==> src/rasterixPkg.sv <==
/*
 * Shared types and constants for the rasterizer core.
 * Screen is fixed at 16x16 RGB565; coordinates are 4 bits wide.
 * Triangle registers are laid out so slot N sits at bits N*32 of the struct.
 */
package rasterixPkg;

    //////////////////////////////////////////////////
    // Screen and register geometry
    //////////////////////////////////////////////////
    localparam int XResolution = 16;
    localparam int YResolution = 16;
    localparam int FrameSize   = XResolution * YResolution;
    localparam int IndexWidth  = $clog2(FrameSize);
    localparam int ParamWidth  = 32;
    localparam int ColorWidth  = 16;
    // One slot per paramIndex_t entry
    localparam int NumParams   = 12;

    typedef enum logic [3:0] {
        opSetReg = 4'd0,
        opRender = 4'd1,
        opClear  = 4'd2,
        opCommit = 4'd3
    } cmdOpcode_t;

    // Bounding box words carry x in 3:0 and y in 19:16
    typedef enum logic [3:0] {
        bbStart  = 4'd0,
        bbEnd    = 4'd1,
        w0       = 4'd2,
        w1       = 4'd3,
        w2       = 4'd4,
        w0IncX   = 4'd5,
        w1IncX   = 4'd6,
        w2IncX   = 4'd7,
        w0IncY   = 4'd8,
        w1IncY   = 4'd9,
        w2IncY   = 4'd10,
        triColor = 4'd11
    } paramIndex_t;

    typedef struct packed {
        cmdOpcode_t  opcode;
        paramIndex_t index;
        logic [7:0]  spare;
        logic [15:0] payload;
    } cmdHeader_t;

    // Highest slot first, so a flat register vector casts straight onto it
    typedef struct packed {
        logic [ParamWidth-1:0] triColor;
        logic [ParamWidth-1:0] w2IncY;
        logic [ParamWidth-1:0] w1IncY;
        logic [ParamWidth-1:0] w0IncY;
        logic [ParamWidth-1:0] w2IncX;
        logic [ParamWidth-1:0] w1IncX;
        logic [ParamWidth-1:0] w0IncX;
        logic [ParamWidth-1:0] w2;
        logic [ParamWidth-1:0] w1;
        logic [ParamWidth-1:0] w0;
        logic [ParamWidth-1:0] bbEnd;
        logic [ParamWidth-1:0] bbStart;
    } triangleParams_t;

    typedef struct packed {
        logic [IndexWidth-1:0] index;
        logic [ColorWidth-1:0] color;
    } fragment_t;

    //////////////////////////////////////////////////
    // State machines
    //////////////////////////////////////////////////
    typedef enum logic [2:0] {
        psHeader,
        psRegValue,
        psRenderStart,
        psRenderRun,
        psRenderLand,
        psWaitApplied
    } parserState_t;

    typedef enum logic {
        rsIdle,
        rsRun
    } rasterState_t;

    typedef enum logic [1:0] {
        fbIdle,
        fbClear,
        fbStream
    } fbState_t;

endpackage

==> src/registerBank.sv <==
/*
 * Triangle parameter registers. A write shows on params one cycle later.
 * Indices past the last slot are ignored.
 */
`timescale 1ns/1ps

module registerBank (
    input  logic                         aclk,
    input  logic                         rstN,
    input  logic                         regWrite,
    input  rasterixPkg::paramIndex_t     regIndex,
    input  logic [31:0]                  regData,
    output rasterixPkg::triangleParams_t params
);
    import rasterixPkg::*;

    logic [NumParams-1:0][ParamWidth-1:0] regs;

    always_ff @(posedge aclk or negedge rstN) begin
        if (!rstN) begin
            regs <= '0;
        end else if (regWrite && (regIndex < NumParams)) begin
            regs[regIndex] <= regData;
        end
    end

    // Slot order matches the struct field order
    assign params = triangleParams_t'(regs);

    writeIndexInRange: assert property (@(posedge aclk) disable iff (!rstN)
        regWrite |-> (regIndex < NumParams));

endmodule
==> config.mk <==
export PLATFORM = sky130hd
export DESIGN_NAME = registerBank
export DESIGN_NICKNAME = d
export VERILOG_FILES = /design/src/rasterixPkg.sv /design/src/registerBank.sv
export SDC_FILE = /design/constraint.sdc
export NUM_CORES = 1
export LEC_CHECK = 0
export BUFFER_PORTS_ARGS = -buffer_cell sky130_fd_sc_hd__buf_4
export CORE_ASPECT_RATIO = 0.8
export CORE_MARGIN = 1.5
export CORE_UTILIZATION = 33
export DETAILED_ROUTE_END_ITERATION = 7
export PLACE_DENSITY_LB_ADDON = 0.05
export SKIP_LAST_GASP = 1
export SYNTH_ARGS = -nofsm -noshare
export SYNTH_HDL_FRONTEND = slang
export SYNTH_SLANG_ARGS = --single-unit
==> constraint.sdc <==
create_clock -name aclk -period 1 [get_ports aclk]
set_input_delay 0.15 -clock aclk [delete_from_list [all_inputs] [get_ports aclk]]
set_output_delay 0.15 -clock aclk [all_outputs]
set_load 0.05 [all_outputs]
* Word-level counts from Yosys, hierarchy flattened
Cells that the tools add are included.
Operators by class: $lt $le $gt $ge 3, multiplexer cells 3, reduce and logical (&&, ||, !) cells 2
Operators with widths (count):
- $bwmux 384 | 1
- $demux 32 s4 | 1
- $mux 32 | 1
- $lt 4x5->1 const B | 1
- $ge 4x1->1 const B | 1
- $lt 4x4->1 const B | 1
- $logic_and 1x1->1 | 2
Word-level totals: register bits after elaboration 384, output and inout bits 384

* Longest topological paths before layout
depth after elaboration 5, depth in mapped cells 5, mapped depth without buffers 3

* Least setup slack after synthesis
No wires, ideal clock.
path type input to register, start input regIndex[3], end register regs, in the netlist params[103], arrival time 1257 ps, data required time 875 ps, setup slack -382 ps, stages 5, cell sequence nor3b_2 -> nor2b_1 -> clkbuf_1 -> buf_2 -> mux2_2
On the way: longest elaborated chain between the ends 5, elaborated cells on any way between the ends 8
RTL lines:
- start, declared | line registerBank.sv:11 | input rasterixPkg::paramIndex_t regIndex,
- $lt 4x5->1 (implied by the code) / $ge 4x1->1 (equally long branches) | line registerBank.sv:23 | regs[regIndex] <= regData;
- $logic_and 1x1->1 (implied by the code) | line registerBank.sv:23
- $mux 32 (implied by the code) | line registerBank.sv:23
- $demux 32 s4 | line registerBank.sv:23
- $bwmux 384 | line registerBank.sv:23
- end signal, assigned by index | line registerBank.sv:23
- end, declared | line registerBank.sv:17 | logic [NumParams-1:0][ParamWidth-1:0] regs;
Several ways; a longest one is shown, not always the timed one. A chain may end at the register's enable or synchronous reset.

* Final worst setup path
start register regs, in the netlist params[132], end output params[132] in the netlist's numbering
RTL lines:
- end, declared | line registerBank.sv:13 | output rasterixPkg::triangleParams_t params
No word-level cell between the ends.

==> flow_summary.ini <==
[status]
status = complete, but fails checks
violations = negative setup slack

[floorplanning]
initial_core_util = 0.334
dieArea_um2 = 44900
rows = 68
io_pins = 423
fp.dieW_um = 236
core_area_um2 = 43100
die_h_um = 190

[drt]
postRouteAntennaNets = 0
routed_via_density = 4.60
met2_length_mm = 21.7
post_drt_wl_per_cell_um = 22.7
drt_first_pass_iters = 4
top_layer = met4
dr_wl_met3_mm = 3.03
drc = 0
drt-met1-wl_mm = 20.7
num_vias = 9364
drt_iter0_markers = 242
drt_wl_total_mm = 46.2

[timing]
setup_ws_ns = -0.262
finalSetupViolCount = 396
finalCritPeriodShare = 1.26
max_freq_mhz = 792
final_period_minus_worst_setup_slack_ns = 1.26
hold_viol_final = 0
slew_headroom = 0.726
rsz0062_at_grt = true
final_max_slew_viol_count = 0
hold_slack_ns = 0.0170
worstMarginPinSlew_ns = 0.411
fin_skew_ns = 0

[power]
switching_share = 0.397
power.internal_uw = 39900
seq_power_share = 0.330
p_leak_uw = 0.0111
ir_worst_vdd_uv = 1830
p_comb_frac = 0.437
power_frac_clock = 0.233
power_switching_uw = 26300
p_per_area_nw_per_um2 = 2860

[worst_setup_path]
crit_family = flip-flops
critPathBufInv = 1
path_max_fanout = 2
reg2reg_slack_ns = -0.02
r2r-start = params[107]
crit_required_ns = 0.85
crit_type = flop to output port
slowest_stage = dfrtp_1
r2r_cells = 3
cp-end-kind = output port
worstPathCellList = buf_6
endpoint = params[132]
startpoint = params[132]
max_stage_delay_ns = 0.41
path_depth = 1
reg2reg_to = params[107]
critPathArrivalTime_ns = 1.11
startpoint_type = flop

[cts]
cts_buffer_depth = 3
clock_sinks = 384
clock_latency_ns = 0.53
path_clk_slew_ns = 0.06
cts-root-buf = clkbuf_16
cts_tree = done
htree_levels = 2
cts_buffers = 42

[logic_synthesis]
synth-seq-area-share = 0.668
synth_cell_type_count = 14
synth_area_um2 = 14400
postSynthCellCount = 859
ys_ff_latch = 384
yosys_warnings = 0
synth_nets = 898
syn_area_per_cell_um2 = 16.7

[place]
gp_congestion = 0.741
hpwl_mm = 31.7
pre_cts_ws_ns = -0.595
placed_cells = 1819
port_buffers = 422

[global_route]
grt_start_max_net_pins = 41
grt_pass1_vias = 9800
grt_antenna_before_repair = 0
grt_first_pass_wirelength_mm = 68.1
grt_overflow = 0
grtUsageTotal = 0.204

[flow_run]
maxCapViolCount = 0

[min_path]
hold_class = primary input to flop

[cells_and_area]
syn_to_final_growth_pct = 60.8
final_cell_mix = buf_6, dfrtp_1, mux2_2
n_fill_cell = 3620
drive_gt1_frac = 0.679
final_common_cell = buf_6
fin_cells = 2036
nNetsFinal = 1481
largest_register_ffs = 384
## cells in the mapped netlist
master	number	area, µm²
buf_2	31	155
buf_4	3	22.5
buf_6	3	33.8
clkbuf_1	35	131
dfrtp_1	384	9610
mux2_1	114	1280
mux2_2	270	3040
nand2_1	2	7.51
nand2b_1	3	18.8
nand3b_1	3	22.5
nor2_1	7	26.3
nor2b_1	1	6.26
nor3b_2	1	12.5
or3_1	2	12.5
## power groups by stage
stage	Clock, µW	Sequential, µW	Combinational (µW)
floorplan	0	34100	3910
global placement	0	21400	25200
detailed placement	0	21400	25300
CTS	15900	21900	28600
global route	16600	22300	29900
finish	15400	21800	28900
## timing repair
item | in CTS | in global routing
gates resized for setup | 388 | 5
pin swaps | 0 | 2
setup buffers | 63 | 45
endpoints found under the hold margin | 581 | 0
hold buffers | 29 | 0
endpoints found under the setup margin | 408 | 414
cloned | 1 | 3
## routing by layer
layer | GRT usage | vias to the layer above
met4 | 0.0466 | 0
met2 | 0.321 | 248
met1 | 0.276 | 4875
met3 | 0.0611 | 58
li1 | - | 4183
met5 | 0 | -
## worst min path at each step
stage,startpoint,end,slack (ns),depth (start not counted)
global route,regData[8],params[360],0.009,2
finish,regData[8],params[136],0.02,2
floorplan,rstN,params[0],-0.15,0
CTS,regData[8],params[136],0.003,2
detailed placement,rstN,params[228],0.13,2
global placement,rstN,params[228],0.13,2
## cell families after synthesis
group	synth area share
buf+inv	0.0238
mux	0.301
flops	0.668
simple gates	0.00740
## stage by stage
step	TNS, ns	total power, µW	instance area [µm²]	util
after floorplan	-90.36	38000	14900	-
after global placement	-184.23	46600	19100	0.443
after detailed placement	-184.27	46700	19100	0.443
after CTS	-102.42	66300	22700	0.527
after global routing	-107.49	68700	23100	0.537
final	-89.52	66200	23100	0.537
## area by class of cell
class                           instances  area, µm²  share of cell area
Sequential cell                       384       9610               0.416
Timing Repair Buffer                  611       6540               0.283
Multi-Input combinational cell        403       4890               0.212
Clock buffer                           71       1310              0.0568
Tap cell                              560        701              0.0303
Clock inverter                          6       61.3             0.00265
Antenna cell                            1       2.50            0.000108
Power figures use the tool's default switching activity.
