==> src/rasterixPkg.sv <==
/*
 * Shared types and constants for the rasterizer core.
 * Screen is fixed at 16x16 RGB565; coordinates are 4 bits wide.
 * Triangle registers are laid out so slot N sits at bits N*32 of the struct.
 */
package rasterixPkg;

    //////////////////////////////////////////////////
    // Screen and register geometry
    //////////////////////////////////////////////////
    localparam int XResolution = 16;
    localparam int YResolution = 16;
    localparam int FrameSize   = XResolution * YResolution;
    localparam int IndexWidth  = $clog2(FrameSize);
    localparam int ParamWidth  = 32;
    localparam int ColorWidth  = 16;
    // One slot per paramIndex_t entry
    localparam int NumParams   = 12;

    typedef enum logic [3:0] {
        opSetReg = 4'd0,
        opRender = 4'd1,
        opClear  = 4'd2,
        opCommit = 4'd3
    } cmdOpcode_t;

    // Bounding box words carry x in 3:0 and y in 19:16
    typedef enum logic [3:0] {
        bbStart  = 4'd0,
        bbEnd    = 4'd1,
        w0       = 4'd2,
        w1       = 4'd3,
        w2       = 4'd4,
        w0IncX   = 4'd5,
        w1IncX   = 4'd6,
        w2IncX   = 4'd7,
        w0IncY   = 4'd8,
        w1IncY   = 4'd9,
        w2IncY   = 4'd10,
        triColor = 4'd11
    } paramIndex_t;

    typedef struct packed {
        cmdOpcode_t  opcode;
        paramIndex_t index;
        logic [7:0]  spare;
        logic [15:0] payload;
    } cmdHeader_t;

    // Highest slot first, so a flat register vector casts straight onto it
    typedef struct packed {
        logic [ParamWidth-1:0] triColor;
        logic [ParamWidth-1:0] w2IncY;
        logic [ParamWidth-1:0] w1IncY;
        logic [ParamWidth-1:0] w0IncY;
        logic [ParamWidth-1:0] w2IncX;
        logic [ParamWidth-1:0] w1IncX;
        logic [ParamWidth-1:0] w0IncX;
        logic [ParamWidth-1:0] w2;
        logic [ParamWidth-1:0] w1;
        logic [ParamWidth-1:0] w0;
        logic [ParamWidth-1:0] bbEnd;
        logic [ParamWidth-1:0] bbStart;
    } triangleParams_t;

    typedef struct packed {
        logic [IndexWidth-1:0] index;
        logic [ColorWidth-1:0] color;
    } fragment_t;

    //////////////////////////////////////////////////
    // State machines
    //////////////////////////////////////////////////
    typedef enum logic [2:0] {
        psHeader,
        psRegValue,
        psRenderStart,
        psRenderRun,
        psRenderLand,
        psWaitApplied
    } parserState_t;

    typedef enum logic {
        rsIdle,
        rsRun
    } rasterState_t;

    typedef enum logic [1:0] {
        fbIdle,
        fbClear,
        fbStream
    } fbState_t;

endpackage

==> src/commandParser.sv <==
/*
 * Command stream decoder. One operation is outstanding at a time, and
 * cmdReady stays low until it finishes. Unknown opcodes are dropped.
 */
`timescale 1ns/1ps

module commandParser (
    input  logic                     aclk,
    input  logic                     rstN,

    input  logic                     cmdValid,
    output logic                     cmdReady,
    input  logic [31:0]              cmdData,

    output logic                     regWrite,
    output rasterixPkg::paramIndex_t regIndex,
    output logic [31:0]              regData,

    output logic                     startRendering,
    input  logic                     rasterizerRunning,

    output logic                     cmdClear,
    output logic                     cmdCommit,
    output logic [15:0]              clearColor,
    input  logic                     applied
);
    import rasterixPkg::*;

    parserState_t state;
    cmdHeader_t   header;
    logic         headerAccepted;

    assign header         = cmdHeader_t'(cmdData);
    assign cmdReady       = (state == psHeader) || (state == psRegValue);
    assign headerAccepted = cmdValid && (state == psHeader);

    // Value word goes straight to the bank
    assign regWrite = cmdValid && (state == psRegValue);
    assign regData  = cmdData;

    always_ff @(posedge aclk) begin
        if (headerAccepted) begin
            regIndex <= header.index;
            if (header.opcode == opClear) begin
                clearColor <= header.payload;
            end
        end
    end

    //////////////////////////////////////////////////
    // Sequencer
    //////////////////////////////////////////////////
    always_ff @(posedge aclk or negedge rstN) begin
        if (!rstN) begin
            state          <= psHeader;
            startRendering <= 1'b0;
            cmdClear       <= 1'b0;
            cmdCommit      <= 1'b0;
        end else begin
            startRendering <= 1'b0;
            cmdClear       <= 1'b0;
            cmdCommit      <= 1'b0;
            case (state)
                psHeader: begin
                    if (headerAccepted) begin
                        case (header.opcode)
                            opSetReg: state <= psRegValue;
                            opRender: begin
                                startRendering <= 1'b1;
                                state          <= psRenderStart;
                            end
                            opClear: begin
                                cmdClear <= 1'b1;
                                state    <= psWaitApplied;
                            end
                            opCommit: begin
                                cmdCommit <= 1'b1;
                                state     <= psWaitApplied;
                            end
                            default: state <= psHeader;
                        endcase
                    end
                end
                psRegValue: begin
                    if (cmdValid) begin
                        state <= psHeader;
                    end
                end
                // Rasterizer raises its running flag one cycle after the pulse
                psRenderStart: state <= psRenderRun;
                psRenderRun: begin
                    if (!rasterizerRunning) begin
                        state <= psRenderLand;
                    end
                end
                // Let the final registered fragment reach memory
                psRenderLand: state <= psHeader;
                psWaitApplied: begin
                    if (applied) begin
                        state <= psHeader;
                    end
                end
                default: state <= psHeader;
            endcase
        end
    end

    pulsesExclusive: assert property (@(posedge aclk) disable iff (!rstN)
        $onehot0({startRendering, cmdClear, cmdCommit}));

endmodule

==> config.mk <==
export PLATFORM = sky130hd
export DESIGN_NAME = commandParser
export DESIGN_NICKNAME = d
export VERILOG_FILES = /design/src/rasterixPkg.sv /design/src/commandParser.sv
export SDC_FILE = /design/constraint.sdc
export NUM_CORES = 1
export LEC_CHECK = 0
export BUFFER_PORTS_ARGS = -buffer_cell sky130_fd_sc_hd__buf_2
export CAP_MARGIN = 20
export CORE_MARGIN = 2
export CORE_UTILIZATION = 39
export DETAILED_ROUTE_END_ITERATION = 12
export GPL_ROUTABILITY_DRIVEN = 0
export HOLD_SLACK_MARGIN = 0.15
export PLACE_DENSITY = 0.83
export SLEW_MARGIN = 10
export SYNTH_ARGS = -nofsm -noshare
export SYNTH_HDL_FRONTEND = slang
export SYNTH_SLANG_ARGS = --single-unit
==> constraint.sdc <==
create_clock -name aclk -period 2.41 [get_ports aclk]
set_input_delay 0.1205 -clock aclk [delete_from_list [all_inputs] [get_ports aclk]]
set_output_delay 0.1205 -clock aclk [all_outputs]
set_load 0.005 [all_outputs]
* Yosys cells after proc, flatten, opt, wreduce, memory -nomap -nowiden
Index checks and enable logic that the tools add are counted.
** Word-level totals
- Register bits :: 26
- Latch bits :: 0
- RAM bits :: 0
- Bits in read-only memories :: 0
- Output and inout bits :: 57
- Word-level logic and storage cells :: 40
- Memories :: 0
** Operators by class
- Add/subtract/negate cells :: 0
- Multiply operators :: 0
- Div/mod/pow operators :: 0
- $lt $le $gt $ge :: 0
- Equal/unequal tests :: 11
- Shift-type cells :: 0
- Multiplexer cells :: 15
- Bitwise operators :: 0
- Reduce and logical (&&, ||, !) cells :: 8
** Operators by type and width (count)
- one-hot mux 3 bit (5 select lines) :: 1
- 2-to-1 mux 3 bit :: 4
- 2-to-1 mux 1 bit :: 9
- one-hot mux 3 bit (3 select lines) :: 1
- == test 4 x 2 -> 1 bit (second input constant) :: 2
- inequality test 2 bit (second input constant) :: 4
- == test 3 x 2 -> 1 bit (second input constant) :: 2
- == test 4 x 1 -> 1 bit (second input constant) :: 1
- zero test 4 bit :: 1
- AND reduction 4 bit :: 1
- == test 3 x 1 -> 1 bit (second input constant) :: 1
- == test 3 bit (second input constant) :: 1
- zero test 3 bit :: 1
- logical AND 1 bit :: 2
- AND reduction 2 bit :: 1
- OR reduction 2 bit :: 1
- logical OR 1 bit :: 1

* Logic depth before layout (Yosys ltp)
Gate-level depths: netlist of the first run.
- Depth after elaboration :: 5
- Depth in mapped cells :: 5

* Least setup slack after synthesis of the first run
OpenSTA, ideal clock, no wires.
- Kind :: register -> register
- Start :: register state[0]
- End :: register clearColor[0] (enable)
- Data arrival time :: 1.623 ns
- Required time :: 2.021 ns
- Setup slack :: 0.399 ns
- Cell stages (with the launch flop) :: 6
- Buffers on the path :: 1
- Clock period less this slack :: 2.011 ns
- Cell sequence :: dfrtp_1 -> buf_6 -> nor3_4 -> and3_1 -> nand2_1 -> nor2_1
** Between the ends
- Longest elaborated chain between the ends :: 3
** Ends and longest elaborated chain
- start, declared :: RTL line commandParser.sv:29 : parserState_t state;
- start signal, assigned :: RTL line commandParser.sv:55 : state <= psHeader;
- start signal, assigned :: RTL line commandParser.sv:67 : opSetReg: state <= psRegValue;
- start signal, assigned :: RTL line commandParser.sv:70 : state <= psRenderStart;
- zero test 3 bit :: RTL line commandParser.sv:35 : assign headerAccepted = cmdValid && (state == psHeader);
- logical AND 1 bit :: RTL line commandParser.sv:35
- AND reduction 2 bit (no line)
- end signal, assigned :: RTL line commandParser.sv:45 : clearColor <= header.payload;
- end, declared :: RTL line commandParser.sv:24 : output logic [15:0] clearColor,
Every way passes these cells.
A chain may end at the register's enable or synchronous reset.

* Final worst setup path of the first run
- Start :: register state[0]
- End :: register cmdClear
** Between the ends
- Longest elaborated chain between the ends :: 4
** Ends and longest elaborated chain
- zero test 3 bit (*) :: RTL line commandParser.sv:35, commandParser.sv:63
- logical AND 1 bit :: RTL line commandParser.sv:35
- 2-to-1 mux 1 bit :: RTL line commandParser.sv:65 : if (headerAccepted) begin
- 2-to-1 mux 1 bit (*) :: RTL line commandParser.sv:63 : case (state)
- end signal, assigned :: RTL line commandParser.sv:57 : cmdClear <= 1'b0;
- end signal, assigned :: RTL line commandParser.sv:61 : cmdClear <= 1'b0;
- end signal, assigned :: RTL line commandParser.sv:73 : cmdClear <= 1'b1;
- end, declared :: RTL line commandParser.sv:22 : output logic cmdClear,
Every way passes the cells marked *; elsewhere a longest branch is shown, timed or not.

==> results of run 1 <==
## sequential cells by signal (all words and copies together) (netlist names)
register,count
clearColor,16
state,3
cmdClear,1
cmdCommit,1
startRendering,1
regIndex,4
## kinds of logic (layout without fill, tap and decap cells)
| group | after synthesis | after routing | share of synthesized area [%] |
|---|---|---|---|
| and+or+nand+nor | 25 | 25 | 12.4 |
| buffers and inverters | 35 | 108 | 22.7 |
| DFF | 26 | 26 | 61.7 |
| AOI/OAI and AO/OA | 6 | 6 | 3.09 |
## cells in the mapped netlist (2+ instances only)
master and count:
dfrtp_1 6, nor2_1 6, buf_6 2, nor3_1 3
a21oi_1 2, edfxtp_1 20, nand2_1 3, buf_4 32
and3_1 2
## worst paths after layout
check	start	endpoint	slack, ns
min in group asynchronous	rstN	state[1]	0.75
max in group asynchronous	rstN	cmdClear	1.44
worst max register to register	state[0]	cmdClear	0.71
worst min register to register	state[2]	state[1]	0.67
worst min-delay path	cmdData[31]	state[2]	0.18
worst max-delay path	state[0]	cmdClear	0.71
## metal layers
metal	share of wire, %	up-vias
li1	-	434
met1	35	415
met2	53	55
met3	10	4
met4	1.4	0
met5	0	-
## power groups by stage
stage	registers [mW]	clock network, mW	logic, mW
floorplan	0.550	0	0.196
global placement	0.577	0	0.185
detailed placement	0.584	0	0.192
CTS	0.574	0.188	0.224
global route	0.585	0.208	0.253
finish	0.577	0.177	0.223
## what timing repair did
item / CTS / global route
buffers inserted: 0 / 0
hold endpoints to repair: 29 / 0
setup endpoints to repair: 0 / 0
hold buffers: 26 / 0
## cell usage in the layout (no fill, tap or decap), drive strengths merged, types with 2 or more instances in the layout
cell and count:
clkbuf 4, dlygate4sd3 26, dfrtp 6, nand2 3, edfxtp 20, a21oi 2
and3 3, nor3 4, nor2 7, buf 78
## stage by stage
stage / util (%) / hold slack, ns
after CTS: 55.3 / 0.153
after global placement: 45.8 / -0.0502
after global routing: 55.3 / 0.164
final: 55.3 / 0.180
after detailed placement: 45.8 / -0.0474
after floorplan: - / -0.175
## final cells by class
class                      instances  area [um^2]  share of cell area (%)
sequential                        26          751                    45.2
multi-input combinational         31          189                    11.4
clock buffer                       4         26.3                    1.58
tap                               33         41.3                    2.49
timing repair buffer             104          653                    39.3
## critical path: stages, from the launching register on
cell and delay, ns:
dfrtp_1 0.51, nor3_4 0.24, and3_1 0.21, nand2_1 0.07
nor2_1 0.08, dlygate4sd3_1 0.54
==> results.toml, run 1 <==
[placed_design]
place_ws_ns = 0.779
hpwl_mm = 1.79
dp.cells = 168
placed_cell_area_um2 = 1370
io_buffers = 77

[finish]
fill_cells = 254
area_growth_pct = 36.5
finalNonFillerCells = 198
antenna_cells = 0
drive_gt1_share_pct = 52.1
finalNetCount = 203
design_area_um2 = 1660

[synthesis]
synthCells = 92
syn_avg_cell_area_um2 = 13.2
ys_types = 25
synth_flop_cell = "edfxtp_1"
yosysWarnings = 0
synth_top_area_cell = "edfxtp_1"
ys_seq_area_share_pct = 61.7
synthArstFlopShare_pct = 23.1
synth_top_area_share_pct = 49.4
synth_area_um2 = 1220
ys_top_cells_by_area = "edfxtp_1, buf_4, dfrtp_1, buf_6, nor2_1"
synth.net_count = 129
ys_ff_latch = 26
synth_edf_count = 20

[drt]
drt_first_pass_iters = 4
drc = 0
vias = 908
wirelength_mm = 2.70
drtIter0Drc = 22
wl_per_cell_um = 13.6
ant_nets = 0
viasPerCell = 4.59

[setup_path]
cp-start-kind = "flop"
crit_fanout = 9
worstSetupEndpointType = "flop"
arrival_ns = 1.95
reg2reg_depth = 5
path_class = "reg2reg"
crit_required_ns = 2.66

[timing]
hold_viol_final = 0
fmax_mhz = 587
max_slew.worst_pin.slew_ns = 0.317
setup_tns_ns = 0
rsz0062_at_grt = "false"
maxSlewHeadroom_pct = 78.8
fin_skew_ns = 0.00229
timing.final.ws_setup_ns = 0.707
min_period_ns = 1.70
finalSetupViolCount = 0
min_period_over_period_pct = 70.7
maxSlewViolCount = 0

[clock_network]
root_buffer = "clkbuf_4"
post_cts_resized = 0
cts_tree = "built"
cts_inserted_buffers = 3
clk_pin_slew_ns = 0.12
cts_sinks = 26
clock_latency_ns = 0.30
h-tree-depth = 1
ctsLongestPathBuffers = 2

[pwr]
internal_power_mw = 0.712
leakage_nw = 0.776
pwr-share-seq_pct = 59.0
swShare_pct = 27.1
vdd_ir_drop_max_uv = 237
switchingPower_mw = 0.265
clockPowerShare_pct = 18.1
pwr-share-comb_pct = 22.9
power.total_mw = 0.977
p_per_area_nw_per_um2 = 588

[global_route]
use_met1_pct = 15.5
grt_max_degree = 17
grt_first_pass_wirelength_mm = 3.96
grt_antenna_before_repair = 0
overflow = 0
grt_use_met2_pct = 28.0
grtUsageTotal_pct = 15.0
first_global_vias = 903
met3_usage_pct = 3.25
grt-busiest-layer = "met2"

[floorplan]
die_area_um2 = 3580
die_height_um = 59.8
num_rows = 20
fp.dieW_um = 59.8
start_util_pct = 40.5
core_um2 = 3000
io_pins = 94

[outcome]
outcome = "complete, no violations"

[hold_path]
hold_class = "in2reg"
hold_depth = 4

[flow_run]
drv_cap = 0
No activity file was read; power rests on OpenSTA's default activity.
==> run 2: changes to the inputs <==
--- a/config.mk
+++ b/config.mk
@@ -8,11 +8,11 @@
 export BUFFER_PORTS_ARGS = -buffer_cell sky130_fd_sc_hd__buf_2
 export CAP_MARGIN = 20
 export CORE_MARGIN = 2
-export CORE_UTILIZATION = 39
+export CORE_UTILIZATION = 35
 export DETAILED_ROUTE_END_ITERATION = 12
 export GPL_ROUTABILITY_DRIVEN = 0
 export HOLD_SLACK_MARGIN = 0.15
-export PLACE_DENSITY = 0.83
+export PLACE_DENSITY = 0.79
 export SLEW_MARGIN = 10
 export SYNTH_ARGS = -nofsm -noshare
 export SYNTH_HDL_FRONTEND = slang
==> constraint.sdc (replaced) <==
create_clock -name aclk -period 1.5 [get_ports aclk]
set_input_delay 0.075 -clock aclk [delete_from_list [all_inputs] [get_ports aclk]]
set_output_delay 0.075 -clock aclk [all_outputs]
set_load 0.005 [all_outputs]
==> results.toml, run 2 (synthesis gave the netlist of run 1 again) <==
[global_route]
overflow = 0
grt_first_pass_wirelength_mm = 4.14
first_global_vias = 864
grt_antenna_before_repair = 0
grtUsageTotal_pct = 13.8
grt_max_degree = 17

[flow_run]
drv_cap = 0

[hold_path]
hold_depth = 0
hold_class = "in2out"

[timing]
min_period_over_period_pct = 98.0
maxSlewViolCount = 0
maxSlewHeadroom_pct = 78.6
rsz0062_at_grt = "true"
min_period_ns = 1.47
max_slew.worst_pin.slew_ns = 0.319
fin_skew_ns = 0.00149
fmax_mhz = 680
whs_ns = 0.150
hold_viol_final = 0
finalSetupViolCount = 0

[finish]
drive_gt1_share_pct = 54.4
regMostFlops = "clearColor"
final_common_cell = "buf_2"
area_growth_pct = 45.5
final_cell_mix = "buf_2, dlygate4sd3_1, edfxtp_1"
finalNetCount = 207
largest_register_ffs = 16
antenna_cells = 0
reg_top3 = "clearColor: 16 flops, regIndex: 4 flops, state: 3 flops"

[floorplan]
core_um2 = 3340
start_util_pct = 36.4
die_area_um2 = 3960
die_height_um = 62.9
io_pins = 94
fp.dieW_um = 62.9
num_rows = 21

[clock_network]
root_buffer = "clkbuf_4"
cts_inserted_buffers = 3
cts_tree = "built"
cts_sinks = 26
ctsLongestPathBuffers = 2
clock_latency_ns = 0.30
clk_pin_slew_ns = 0.12
h-tree-depth = 1

[setup_path]
worstSetupEndpointType = "flop"
cp-start-kind = "primary input"
arrival_ns = 1.51
path_class = "in2reg"
reg2reg_depth = 5
crit_fanout = 8
crit_required_ns = 1.54

[placed_design]
hpwl_mm = 1.59
io_buffers = 77

[drt]
vias = 896
drt_first_pass_iters = 2
wirelength_mm = 2.59
ant_nets = 0
drtIter0Drc = 26
viasPerCell = 4.17
wl_per_cell_um = 12.0
drc = 0

[outcome]
outcome = "complete, no violations"

[pwr]
leakage_nw = 0.812
power.total_mw = 1.62
vdd_ir_drop_max_uv = 412
p_per_area_nw_per_um2 = 918
[run 2: cell type report]
class / count / area, um^2
fill: 289 / 1570
sequential: 26 / 751
timing repair buffer: 108 / 721
multi-input combinational: 31 / 214
tap: 46 / 57.6
clock buffer: 4 / 26.3
[run 2: routing by layer]
layer,wire (um),up-vias,track usage [%]
met4,33,0,7.22
met1,1040,409,15.4
met3,276,2,3.78
met2,1240,48,23.8
met5,0,-,0
li1,-,437,-
[run 2: worst paths after layout]
check,startpoint,end,slack (ns)
setup reg to reg,state[0],clearColor[11],0.06
setup / recovery,cmdData[31],clearColor[11],0.03
min in group asynchronous,rstN,cmdClear,0.71
max in group asynchronous,rstN,state[1],0.57
hold / removal,cmdData[16],regData[16],0.15
hold reg to reg,state[0],state[2],0.64
[run 2: critical path, stage by stage]
cell and delay, ns:
dlygate4sd3_1 0.60, nor3_4 0.23, and3_4 0.23, nand2_4 0.06
nor2_4 0.14, clkbuf_16 0.18
[run 2: repair_timing]
action / 4_1_cts / 5_1_grt
endpoints found under the setup margin: 0 / 16
hold buffers: 27 / 0
setup buffers: 0 / 1
endpoints found under the hold margin: 30 / 0
gates resized for setup: 0 / 0
[run 2: through the flow]
stage	cells	setup TNS (ns)	setup slack (ns)	area, um^2	utilization, %
2_1_floorplan	92	-0.236	-0.0147	1240	-
3_3_place_gp	184	0	0.137	1450	43.5
3_5_place_dp	184	0	0.119	1450	43.5
4_1_cts	215	0	0.0372	1750	52.3
5_1_grt	215	-0.260	-0.0291	1770	53.0
6_report	215	0	0.0296	1770	53.0
[run 2: where the power goes]
part / leakage, nW / internal (mW) / switching, mW
clock network: 0.0150 / 0.104 / 0.180
logic: 0.535 / 0.244 / 0.215
registers: 0.262 / 0.845 / 0.0352
