<file path="config.mk">
export PLATFORM = sky130hd
export DESIGN_NAME = edgeRasterizer
export DESIGN_NICKNAME = d
export VERILOG_FILES = /design/src/rasterixPkg.sv /design/src/edgeRasterizer.sv
export SDC_FILE = /design/constraint.sdc
export NUM_CORES = 1
export LEC_CHECK = 0
export BUFFER_PORTS_ARGS = -buffer_cell sky130_fd_sc_hd__buf_2
export CAP_MARGIN = 20
export CELL_PAD_IN_SITES_DETAIL_PLACEMENT = 1
export CELL_PAD_IN_SITES_GLOBAL_PLACEMENT = 1
export CORE_UTILIZATION = 45
export CTS_CLUSTER_SIZE = 8
export DETAILED_ROUTE_END_ITERATION = 12
export PLACE_DENSITY_LB_ADDON = 0.1
export SLEW_MARGIN = 20
export SYNTH_ARGS = -nofsm -noshare
export SYNTH_HDL_FRONTEND = slang
export SYNTH_SLANG_ARGS = --single-unit
</file>
<file path="constraint.sdc">
create_clock -name aclk -period 11.2 [get_ports aclk]
set_input_delay 1.12 -clock aclk [delete_from_list [all_inputs] [get_ports aclk]]
set_output_delay 1.12 -clock aclk [all_outputs]
set_load 0.01 [all_outputs]
</file>
<file path="src/rasterixPkg.sv">
/*
 * Shared types and constants for the rasterizer core.
 * Screen is fixed at 16x16 RGB565; coordinates are 4 bits wide.
 * Triangle registers are laid out so slot N sits at bits N*32 of the struct.
 */
package rasterixPkg;

    //////////////////////////////////////////////////
    // Screen and register geometry
    //////////////////////////////////////////////////
    localparam int XResolution = 16;
    localparam int YResolution = 16;
    localparam int FrameSize   = XResolution * YResolution;
    localparam int IndexWidth  = $clog2(FrameSize);
    localparam int ParamWidth  = 32;
    localparam int ColorWidth  = 16;
    // One slot per paramIndex_t entry
    localparam int NumParams   = 12;

    typedef enum logic [3:0] {
        opSetReg = 4'd0,
        opRender = 4'd1,
        opClear  = 4'd2,
        opCommit = 4'd3
    } cmdOpcode_t;

    // Bounding box words carry x in 3:0 and y in 19:16
    typedef enum logic [3:0] {
        bbStart  = 4'd0,
        bbEnd    = 4'd1,
        w0       = 4'd2,
        w1       = 4'd3,
        w2       = 4'd4,
        w0IncX   = 4'd5,
        w1IncX   = 4'd6,
        w2IncX   = 4'd7,
        w0IncY   = 4'd8,
        w1IncY   = 4'd9,
        w2IncY   = 4'd10,
        triColor = 4'd11
    } paramIndex_t;

    typedef struct packed {
        cmdOpcode_t  opcode;
        paramIndex_t index;
        logic [7:0]  spare;
        logic [15:0] payload;
    } cmdHeader_t;

    // Highest slot first, so a flat register vector casts straight onto it
    typedef struct packed {
        logic [ParamWidth-1:0] triColor;
        logic [ParamWidth-1:0] w2IncY;
        logic [ParamWidth-1:0] w1IncY;
        logic [ParamWidth-1:0] w0IncY;
        logic [ParamWidth-1:0] w2IncX;
        logic [ParamWidth-1:0] w1IncX;
        logic [ParamWidth-1:0] w0IncX;
        logic [ParamWidth-1:0] w2;
        logic [ParamWidth-1:0] w1;
        logic [ParamWidth-1:0] w0;
        logic [ParamWidth-1:0] bbEnd;
        logic [ParamWidth-1:0] bbStart;
    } triangleParams_t;

    typedef struct packed {
        logic [IndexWidth-1:0] index;
        logic [ColorWidth-1:0] color;
    } fragment_t;

    //////////////////////////////////////////////////
    // State machines
    //////////////////////////////////////////////////
    typedef enum logic [2:0] {
        psHeader,
        psRegValue,
        psRenderStart,
        psRenderRun,
        psRenderLand,
        psWaitApplied
    } parserState_t;

    typedef enum logic {
        rsIdle,
        rsRun
    } rasterState_t;

    typedef enum logic [1:0] {
        fbIdle,
        fbClear,
        fbStream
    } fbState_t;

endpackage

</file>
<file path="src/edgeRasterizer.sv">
/*
 * Bounding box walker with incremental edge functions, one pixel per clock.
 * Params must stay stable while running. No back-pressure on fragments.
 * A box with end below start still ends after one pixel or row.
 */
`timescale 1ns/1ps

module edgeRasterizer (
    input  logic                         aclk,
    input  logic                         rstN,
    input  rasterixPkg::triangleParams_t params,
    input  logic                         startRendering,
    output logic                         rasterizerRunning,
    output logic                         fragValid,
    output rasterixPkg::fragment_t       frag
);
    import rasterixPkg::*;

    rasterState_t state;

    logic [3:0] x;
    logic [3:0] y;
    logic [3:0] startX;
    logic [3:0] startY;
    logic [3:0] endX;
    logic [3:0] endY;

    logic signed [ParamWidth-1:0] wStart [3];
    logic signed [ParamWidth-1:0] incX   [3];
    logic signed [ParamWidth-1:0] incY   [3];
    logic signed [ParamWidth-1:0] curW   [3];
    logic signed [ParamWidth-1:0] rowW   [3];

    logic covered;
    logic rowEnd;
    logic boxEnd;

    assign startX = params.bbStart[3:0];
    assign startY = params.bbStart[19:16];
    assign endX   = params.bbEnd[3:0];
    assign endY   = params.bbEnd[19:16];

    assign wStart = '{params.w0, params.w1, params.w2};
    assign incX   = '{params.w0IncX, params.w1IncX, params.w2IncX};
    assign incY   = '{params.w0IncY, params.w1IncY, params.w2IncY};

    // Inside when no edge value is negative
    assign covered = !curW[0][ParamWidth-1] && !curW[1][ParamWidth-1]
                  && !curW[2][ParamWidth-1];
    assign rowEnd  = x >= endX;
    assign boxEnd  = rowEnd && (y >= endY);

    assign rasterizerRunning = state == rsRun;

    always_ff @(posedge aclk or negedge rstN) begin
        if (!rstN) begin
            state     <= rsIdle;
            fragValid <= 1'b0;
        end else begin
            fragValid <= (state == rsRun) && covered;
            case (state)
                rsIdle: begin
                    if (startRendering) begin
                        state <= rsRun;
                    end
                end
                rsRun: begin
                    if (boxEnd) begin
                        state <= rsIdle;
                    end
                end
                default: state <= rsIdle;
            endcase
        end
    end

    //////////////////////////////////////////////////
    // Walk datapath
    //////////////////////////////////////////////////
    always_ff @(posedge aclk) begin
        frag.index <= IndexWidth'(int'(y) * XResolution + int'(x));
        frag.color <= params.triColor[ColorWidth-1:0];
        if (state == rsIdle) begin
            // Preload the box origin until the start pulse arrives
            x    <= startX;
            y    <= startY;
            curW <= wStart;
            rowW <= wStart;
        end else if (rowEnd) begin
            x <= startX;
            y <= y + 4'd1;
            for (int i = 0; i < 3; i++) begin
                rowW[i] <= rowW[i] + incY[i];
                curW[i] <= rowW[i] + incY[i];
            end
        end else begin
            x <= x + 4'd1;
            for (int i = 0; i < 3; i++) begin
                curW[i] <= curW[i] + incX[i];
            end
        end
    end

    fragInsideBox: assert property (@(posedge aclk) disable iff (!rstN)
        fragValid |-> (frag.index[3:0] >= startX) && (frag.index[3:0] <= endX)
                   && (frag.index[7:4] >= startY) && (frag.index[7:4] <= endY));

endmodule

</file>
**Word level (Yosys, flattened, before mapping)**

Index checks and enable logic that the tools add are counted.

- Flip-flop bits (word level): 226
- Output and inout bits: 26
- Bits of input ports: 387
- Logic and storage cells: 43

- Add/subtract/negate cells: 9
- $lt $le $gt $ge: 2
- Bitwise logic cells: 1
- Multiplexer cells: 11
- Reduce and logical (&&, ||, !) cells: 7
- Equal/unequal tests: 1

Operators with widths:

| kind | count |
|---|---|
| $mux 96 | 4 |
| $add 32x32->32 | 6 |
| $mux 4 | 4 |
| $add 4x1->4 const B | 2 |
| $add 8x4->8 | 1 |
| $ge 4x4->1 | 2 |
| $logic_and 1x1->1 | 4 |
| $logic_not 1->1 | 3 |
| $mux 1 | 2 |
| $ne 2x1->1 const B | 1 |
| $pmux 1 s2 | 1 |
| $not 1->1 | 1 |

**Depth between registers and ports, before layout**

Gate-level depths: netlist (run 1).

- Word-level depth: 4
- Gate-level depth with buffers: 12
- Depth with buffers taken out: 11

**Least setup slack after synthesis (run 1)**

OpenSTA, ideal clock, no wires.

- Kind: input port to flip-flop
- Start point: in params[32] (netlist name)
- End point: reg curW[56] (netlist name)
- Arrival: 5.367 ns
- Required time: 10.893 ns
- Path slack: 5.527 ns
- Setup time: 0.307 ns
- Buffers on the path: 2
- Stages on the path: 10
- Cell sequence: ha_1 -> nand2b_1 -> a21o_1 -> a21o_1 -> a21o_1 -> nor2_1 -> inv_1 -> clkbuf_1 -> clkbuf_1 -> o221ai_1

- Cells in the longest elaborated chain, start to end: 3

RTL lines:

| item | line | RTL |
|---|---|---|
| from (decl) | edgeRasterizer.sv:11 | `input rasterixPkg::triangleParams_t params,` |
| $ge 4x4->1 | edgeRasterizer.sv:50 | `assign rowEnd = x >= endX;` |
| $mux 96 | edgeRasterizer.sv:89 | `end else if (rowEnd) begin` |
| $mux 96 | edgeRasterizer.sv:83 | `if (state == rsIdle) begin` |
| to (signal assigned) | edgeRasterizer.sv:87 | `curW <= wStart;` |
| to (signal, indexed assignment) | edgeRasterizer.sv:94 | `curW[i] <= rowW[i] + incY[i];` |
| to (signal, indexed assignment) | edgeRasterizer.sv:99 | `curW[i] <= curW[i] + incX[i];` |
| to (decl) | edgeRasterizer.sv:31 | `logic signed [ParamWidth-1:0] curW [3];` |

Every way passes these cells.
A chain may end at the register's enable or synchronous reset.

**Final worst setup path (run 1)**

- Start point: in params[192] (netlist name)
- End point: reg curW[60] (netlist name)

- Cells in the longest elaborated chain, start to end: 3

RTL lines:

| item | line |
|---|---|
| $add 32x32->32 | edgeRasterizer.sv:99 |
| $mux 96 | edgeRasterizer.sv:89 |
| $mux 96 | edgeRasterizer.sv:83 |

Every way passes these cells.

==> results of run 1 <==
[sequential cells by signal, indices dropped and copies added (netlist names)]
register / count
y: 4
rowW: 96
curW: 96
x: 4
fragValid: 1
frag: 24
rasterizerRunning: 1
[worst max-delay path: stages]
cell and delay [ns]:
buf_2 0.10, ha_1 0.23, fa_1 0.44, a211oi_1 0.34
o211ai_1 0.19, a41oi_1 0.50, o31ai_2 0.21, a21boi_1 0.41
o31a_1 0.20, xnor2_1 0.10, a2111oi_0 0.51, a21oi_1 0.13
[how the worst max path moves through the flow]
stage / start / to / slack (ns)
CTS: params[320] / curW[28] / 7.14
finish: params[192] / curW[60] / 7.10
floorplan: params[32] / curW[56] / 5.53
global placement: params[192] / curW[60] / 6.60
global route: params[192] / curW[60] / 6.79
detailed placement: params[320] / curW[28] / 6.57
[report_power, final]
group | internal (W) | switching, W | leakage, nW | total [W]
clock | 0.000581 | 0.000398 | 0.464 | 0.000979
combinational | 0.00205 | 0.00297 | 7.07 | 0.00501
sequential | 0.00150 | 0.000157 | 2.05 | 0.00165
total | 0.00412 | 0.00352 | 9.58 | 0.00764
[cell usage after synthesis, types with 21 or more instances]
cell type / instances / area share
a21o_1: 109 / 0.045
a21oi_1: 218 / 0.061
a31oi_1: 39 / 0.014
clkbuf_1: 57 / 0.012
dfxtp_1: 124 / 0.14
edfxtp_1: 100 / 0.17
ha_1: 196 / 0.14
inv_1: 59 / 0.012
mux2_2: 42 / 0.026
nand2_1: 169 / 0.035
nand3_1: 47 / 0.013
nand4_1: 21 / 0.0073
nor2_1: 168 / 0.035
nor2b_1: 37 / 0.013
nor3_1: 34 / 0.0094
o211ai_1: 22 / 0.0092
o21a_1: 24 / 0.010
o21ai_0: 129 / 0.036
o21bai_1: 39 / 0.016
xnor2_1: 90 / 0.044
xor2_1: 60 / 0.029
[per-stage QoR]
stage,cells,instance area [um2],hold WS [ns],utilization,total power [W]
after detailed placement,2880,20300,0.390,0.518,0.00659
after global routing,2955,21300,0.363,0.544,0.00828
final,2966,21300,0.368,0.545,0.00764
after global placement,2880,20300,0.376,0.518,0.00639
after floorplan,2073,18000,0.366,-,0.00538
after CTS,2940,21200,0.352,0.543,0.00764
[kinds of logic (layout without fill, tap and decap cells)]
| group | after synthesis | in the layout | share of synthesized area |
|---|---|---|---|
| adders and majority gates | 202 | 202 | 0.143 |
| other | 0 | 26 | 0 |
| muxes | 45 | 45 | 0.0279 |
| buffers and inverters | 128 | 477 | 0.0267 |
| DFF | 226 | 226 | 0.307 |
| AOI/OAI and AO/OA | 738 | 738 | 0.269 |
| xor gates and xnor gates | 150 | 150 | 0.0729 |
| and+or+nand+nor | 584 | 584 | 0.153 |
[final cells by class]
class,instances,area [um2],area share
antenna,26,65.1,0.00305
clock buffer,59,966,0.0453
clock inverter,1,8.76,0.000411
inverter,59,226,0.0106
multi-input combinational,1719,12000,0.565
sequential,226,5540,0.260
tap,518,648,0.0304
timing repair buffer,358,1820,0.0853
[metal layers]
layer / wire (um) / vias to the layer above / share of wire / track usage
li1: - / 8465 / - / -
met1: 25600 / 8395 / 0.43 / 0.353
met2: 28900 / 472 / 0.48 / 0.500
met3: 3100 / 131 / 0.052 / 0.0468
met4: 2350 / 8 / 0.039 / 0.130
met5: 53 / - / 0.00088 / 0
==> metrics.txt, run 1 <==
core area=39,100 um2; most common cell after layout, fill and taps aside=buf_2; syn avg cell area=8.69 um2; final slew viol count=0; Async SR Flop Fraction=0.00885; Synth Flop Type=dfxtp_1; Die Width=202 um; total grt overflow=0; Crit Reg-Reg Endpoint=curW[31]; post-synthesis sequential area ratio=0.307; DRC=0; setup slack, reg-to-reg=7.40 ns; final period utilization=0.367; most frequent cells in the layout=buf_2, a21oi_1, ha_1; CTS max path bufs=3; first-pass GRT wire length=94,900 um; vias in the first global route=18,400; post-synth cell types=84; class of the worst hold path=input port to async pin; PD cells=359 nW/um2; Worst Setup End Kind=flip-flop; CTS tree=done; Critical Path AT=4.49 ns; clk_skew=0.0192 ns; type of the worst setup path=input port to flip-flop; routed vias=17,500; WL per Instance=20.2 um; I/O pins=413; depth of the CTS H-tree=2; Routed Antenna Nets=0; RSZ-0062 raised after global routing=no; nets=2,987; die area=40,900 um2; Placer Congestion=0.928; CP startpoint kind=input port; PortBufs=348; Setup WS pre-CTS=6.57 ns; Post-Route Setup TNS=0 ns; CTS root buf=clkbuf_16; Layout area overhead=18.2%; fill cell count=4,819; clock slew at reported path FFs=0.05 ns; Post-synth EDFFs=100; worst setup margin=7.10 ns; hold buffer count at CTS=0; RR Startpoint=x[0]; Starting Density=0.461; pin count of the biggest net entering global routing=79; worst rel slew slack=0.324; post-CTS setup repair buffer count=0; outcome=complete, no violations; GRT Util Overall=0.289; Synth Net Count=2,662; FP Rows=72; CP Max Fanout=5; die height=202 um; initial antenna violation count=28; post-DP HPWL=45,100 um; Hold Fails Final Rpt=0; Detailed Route WL=60,000 um; cell area after synthesis=18,000 um2; LEAKAGE=9.58 nW; FMAX=0.244 GHz; clk sinks=226; max_cap viols=0; clk_lat worst skew=0.54 ns; fin crit period=4.10 ns; yosys warns=0; share of cells above drive strength 1=0.194; final setup fails=0; Slew @ Worst Pin=0.989 ns; Max VDD drop=0.140 mV; cell count after synthesis=2,073; Yosys reg bits=226; post-cts sizing count=0; Reg2Reg Depth=12; cts bufs inserted=34; Initial DRC Count=810; DR pass1 iterations=5; Worst Path Required=11.58 ns; DR vias/cell=5.89
Power figures use the tool's default switching activity.
==> run 2: changes to the inputs <==
Settings changed: ABC_AREA set to 1, CORE_UTILIZATION 45 to 36.
Clock period 11.2 ns to 3.6 ns, I/O delays scaled along.
==> run 2 against run 1 <==
Die area is 49% higher; power grew to 3.5 times the previous value; critical path type is now flip-flop to flip-flop; critical path depth is 2 lower; largest power group unchanged; highest routed layer unchanged.
==> metrics.txt, run 2 <==
outcome=complete, no violations; area leader, netlist=nand2_1; routed vias=23,100 (+32%); Initial DRC Count=1,210 (+49%); die height=246 um (+22%); most frequent cells in the layout=nand2_1, inv_1, buf_2; post-layout util=0.431 (-0.114); Detailed Route WL=84,000 um (+40%); CTS root buf=clkbuf_16; max_cap viols=0 (unchanged); Max VDD drop=0.514 mV (+270%); FP Rows=89 (+24%); PortBufs=348 (unchanged); total grt overflow=0 (unchanged); initial antenna violation count=10 (-64%); Placer Congestion=0.922 (-0.61%); Post-Route Setup TNS=0 ns (unchanged); Die Width=246 um (+22%); final slew viol count=0 (unchanged); final period utilization=0.765; most common cell in the netlist=nand2_1; final setup fails=0 (unchanged); post-synth cell types=49 (-42%); RSZ-0062 raised after global routing=no; I/O pins=413 (unchanged); Post-synth top cells=nand2_1, inv_1, nand3_1; FMAX=0.363 GHz; DR vias/cell=4.94 (-16%); depth of the CTS H-tree=2 (unchanged); Slew @ Worst Pin=0.879 ns (-0.109 ns); DRC=0 (unchanged); clk sinks=226 (unchanged); ranking of synthesized cells by area=nand2_1, edfxtp_1, dfxtp_1; post-synthesis sequential area ratio=0.257 (-0.0497); CTS max path bufs=3 (unchanged); worst rel slew slack=0.414 (+0.0900); share of cells above drive strength 1=0.117 (-0.0763); nets=4,456 (+49%); cts bufs inserted=36 (+5.9%); share of the synthesized area in the top cell type=0.230 (+0.0636); core area=59,000 um2 (+51%); Post-synth EDFFs=100 (unchanged); post-DP HPWL=68,600 um (+52%); vias in the first global route=23,200 (+26%); class of the worst hold path=input port to flip-flop; LEAKAGE=14.0 nW (+46%); syn avg cell area=6.14 um2 (-29%); pin count of the biggest net entering global routing=158 (+100%); Synth Flop Type=dfxtp_1; most common cell after layout, fill and taps aside=nand2_1; WL per Instance=18.0 um (-11%); Layout area overhead=18.4% (about the same); die area=60,700 um2 (+49%); type of the worst setup path=flip-flop to flip-flop; clk_skew=0.0255 ns (+0.00630 ns); fin crit period=2.76 ns; Synth Net Count=4,089 (+54%); DR pass1 iterations=5 (unchanged); post-cts sizing count=0 (unchanged); cell count after synthesis=3,500 (+69%); Worst Path Required=4.02 ns (-7.56 ns); Starting Density=0.364 (-0.0966); clock slew at reported path FFs=0.05 ns (about the same); CP Max Fanout=46 (+41); Largest regs=curW: 96 flops, rowW: 96 flops, frag: 24 flops; Worst Setup End Kind=flip-flop; first-pass GRT wire length=129,000 um (+36%); cell area after synthesis=21,500 um2 (+19%); CTS tree=done; Yosys reg bits=226 (unchanged); yosys warns=0 (unchanged); Routed Antenna Nets=0 (unchanged); Hold Fails Final Rpt=0 (unchanged); clk_lat worst skew=0.55 ns (about the same); GRT Util Overall=0.276 (-0.0130); CP startpoint kind=flip-flop; PD cells=1050 nW/um2 (+190%); Async SR Flop Fraction=0.00885 (unchanged); Critical Path AT=3.17 ns (-1.32 ns)
-- run 2: cell types whose count changed after synthesis, moves of 40 or more --
cell | before | now
inv_1 | 59 | 551
nand2_1 | 169 | 1319
clkbuf_1 | 57 | 10
mux2_2 | 42 | 1
a21o_1 | 109 | 4
xor2_1 | 60 | 16
o21ai_0 | 129 | 85
xnor2_1 | 90 | 50
nor2_1 | 168 | 268
nand3_1 | 47 | 314
a21oi_1 | 218 | 170
-- run 2: worst max-delay path: stages, from the launching register on --
cell and delay [ns]:
dfxtp_1 0.41, inv_1 0.07, ha_1 0.28, nand4_1 0.12, nand3_4 0.29, nor2_4 0.07
inv_4 0.51, buf_4 0.51, o21ai_0 0.16, inv_1 0.07, o21ai_0 0.07
-- run 2: final timing paths --
| path | from | end | cells past startpoint | slack, ns |
|---|---|---|---|---|
| worst min register to register | x[3] | frag[19] | 0 | 0.39 |
| max in group asynchronous | rstN | rasterizerRunning | 2 | 3.34 |
| min in group asynchronous | rstN | fragValid | 2 | 0.14 |
| worst max-delay path | x[0] | curW[10] | 10 | 0.84 |
| worst max register to register | x[0] | curW[10] | 10 | 0.84 |
| worst min-delay path | params[2] | x[2] | 3 | 0.03 |
-- run 2: layout make-up --
type / count / area [um2]
antenna: 6 / 15.0
clock buffer: 63 / 1110
clock inverter: 2 / 46.3
fill: 8158 / 33600
inverter: 554 / 2090
multi-input combinational: 2674 / 13700
sequential: 226 / 5540
tap: 773 / 967
timing repair buffer: 375 / 2030
-- run 2: cells by family (layout without fill, tap and decap cells) --
logic type                 count (synthesis)  after routing  synth area share
buffers and inverters                    600            994             0.108
adders and majority gates                202            202             0.120
AOI/OAI and AO/OA                        349            349            0.0907
DFF                                      226            226             0.257
and+or+nand+nor                         2056           2056             0.397
xor gates and xnor gates                  66             66            0.0269
muxes                                      1              1          0.000524
other                                      0              6                 0
-- run 2: metal layers --
layer / track usage / vias to the layer above / wire (um)
li1: - / 11900 / -
met1: 0.379 / 10600 / 40600
met2: 0.457 / 446 / 38000
met3: 0.0272 / 110 / 3260
met4: 0.0773 / 2 / 2220
met5: 0 / - / 11
-- run 2: stage by stage --
stage / instance area [um2] / hold WS, ns / setup slack (ns) / instances / power, W
global placement: 24100 / 0.150 / 0.718 / 4584 / 0.0227
floorplan: 21500 / 0.0644 / 1.51 / 3500 / 0.0178
CTS: 25400 / 0.000208 / 0.774 / 4667 / 0.0268
global route: 25400 / 0.0234 / 0.648 / 4670 / 0.0293
detailed placement: 24100 / 0.150 / 0.676 / 4584 / 0.0231
finish: 25400 / 0.0275 / 0.845 / 4673 / 0.0266
-- run 2: what timing repair did --
| action | CTS | global route |
|---|---|---|
| endpoints found under the setup margin | 0 | 0 |
| buffers inserted | 0 | 0 |
| endpoints found under the hold margin | 19 | 0 |
| hold buffers | 18 | 0 |
-- run 2: report_power, final --
group          leakage, nW  total, W  switching, W  internal [W]
Clock                0.561   0.00352       0.00136       0.00216
Sequential            2.07   0.00523      0.000591       0.00463
Combinational         11.4    0.0179        0.0120       0.00593
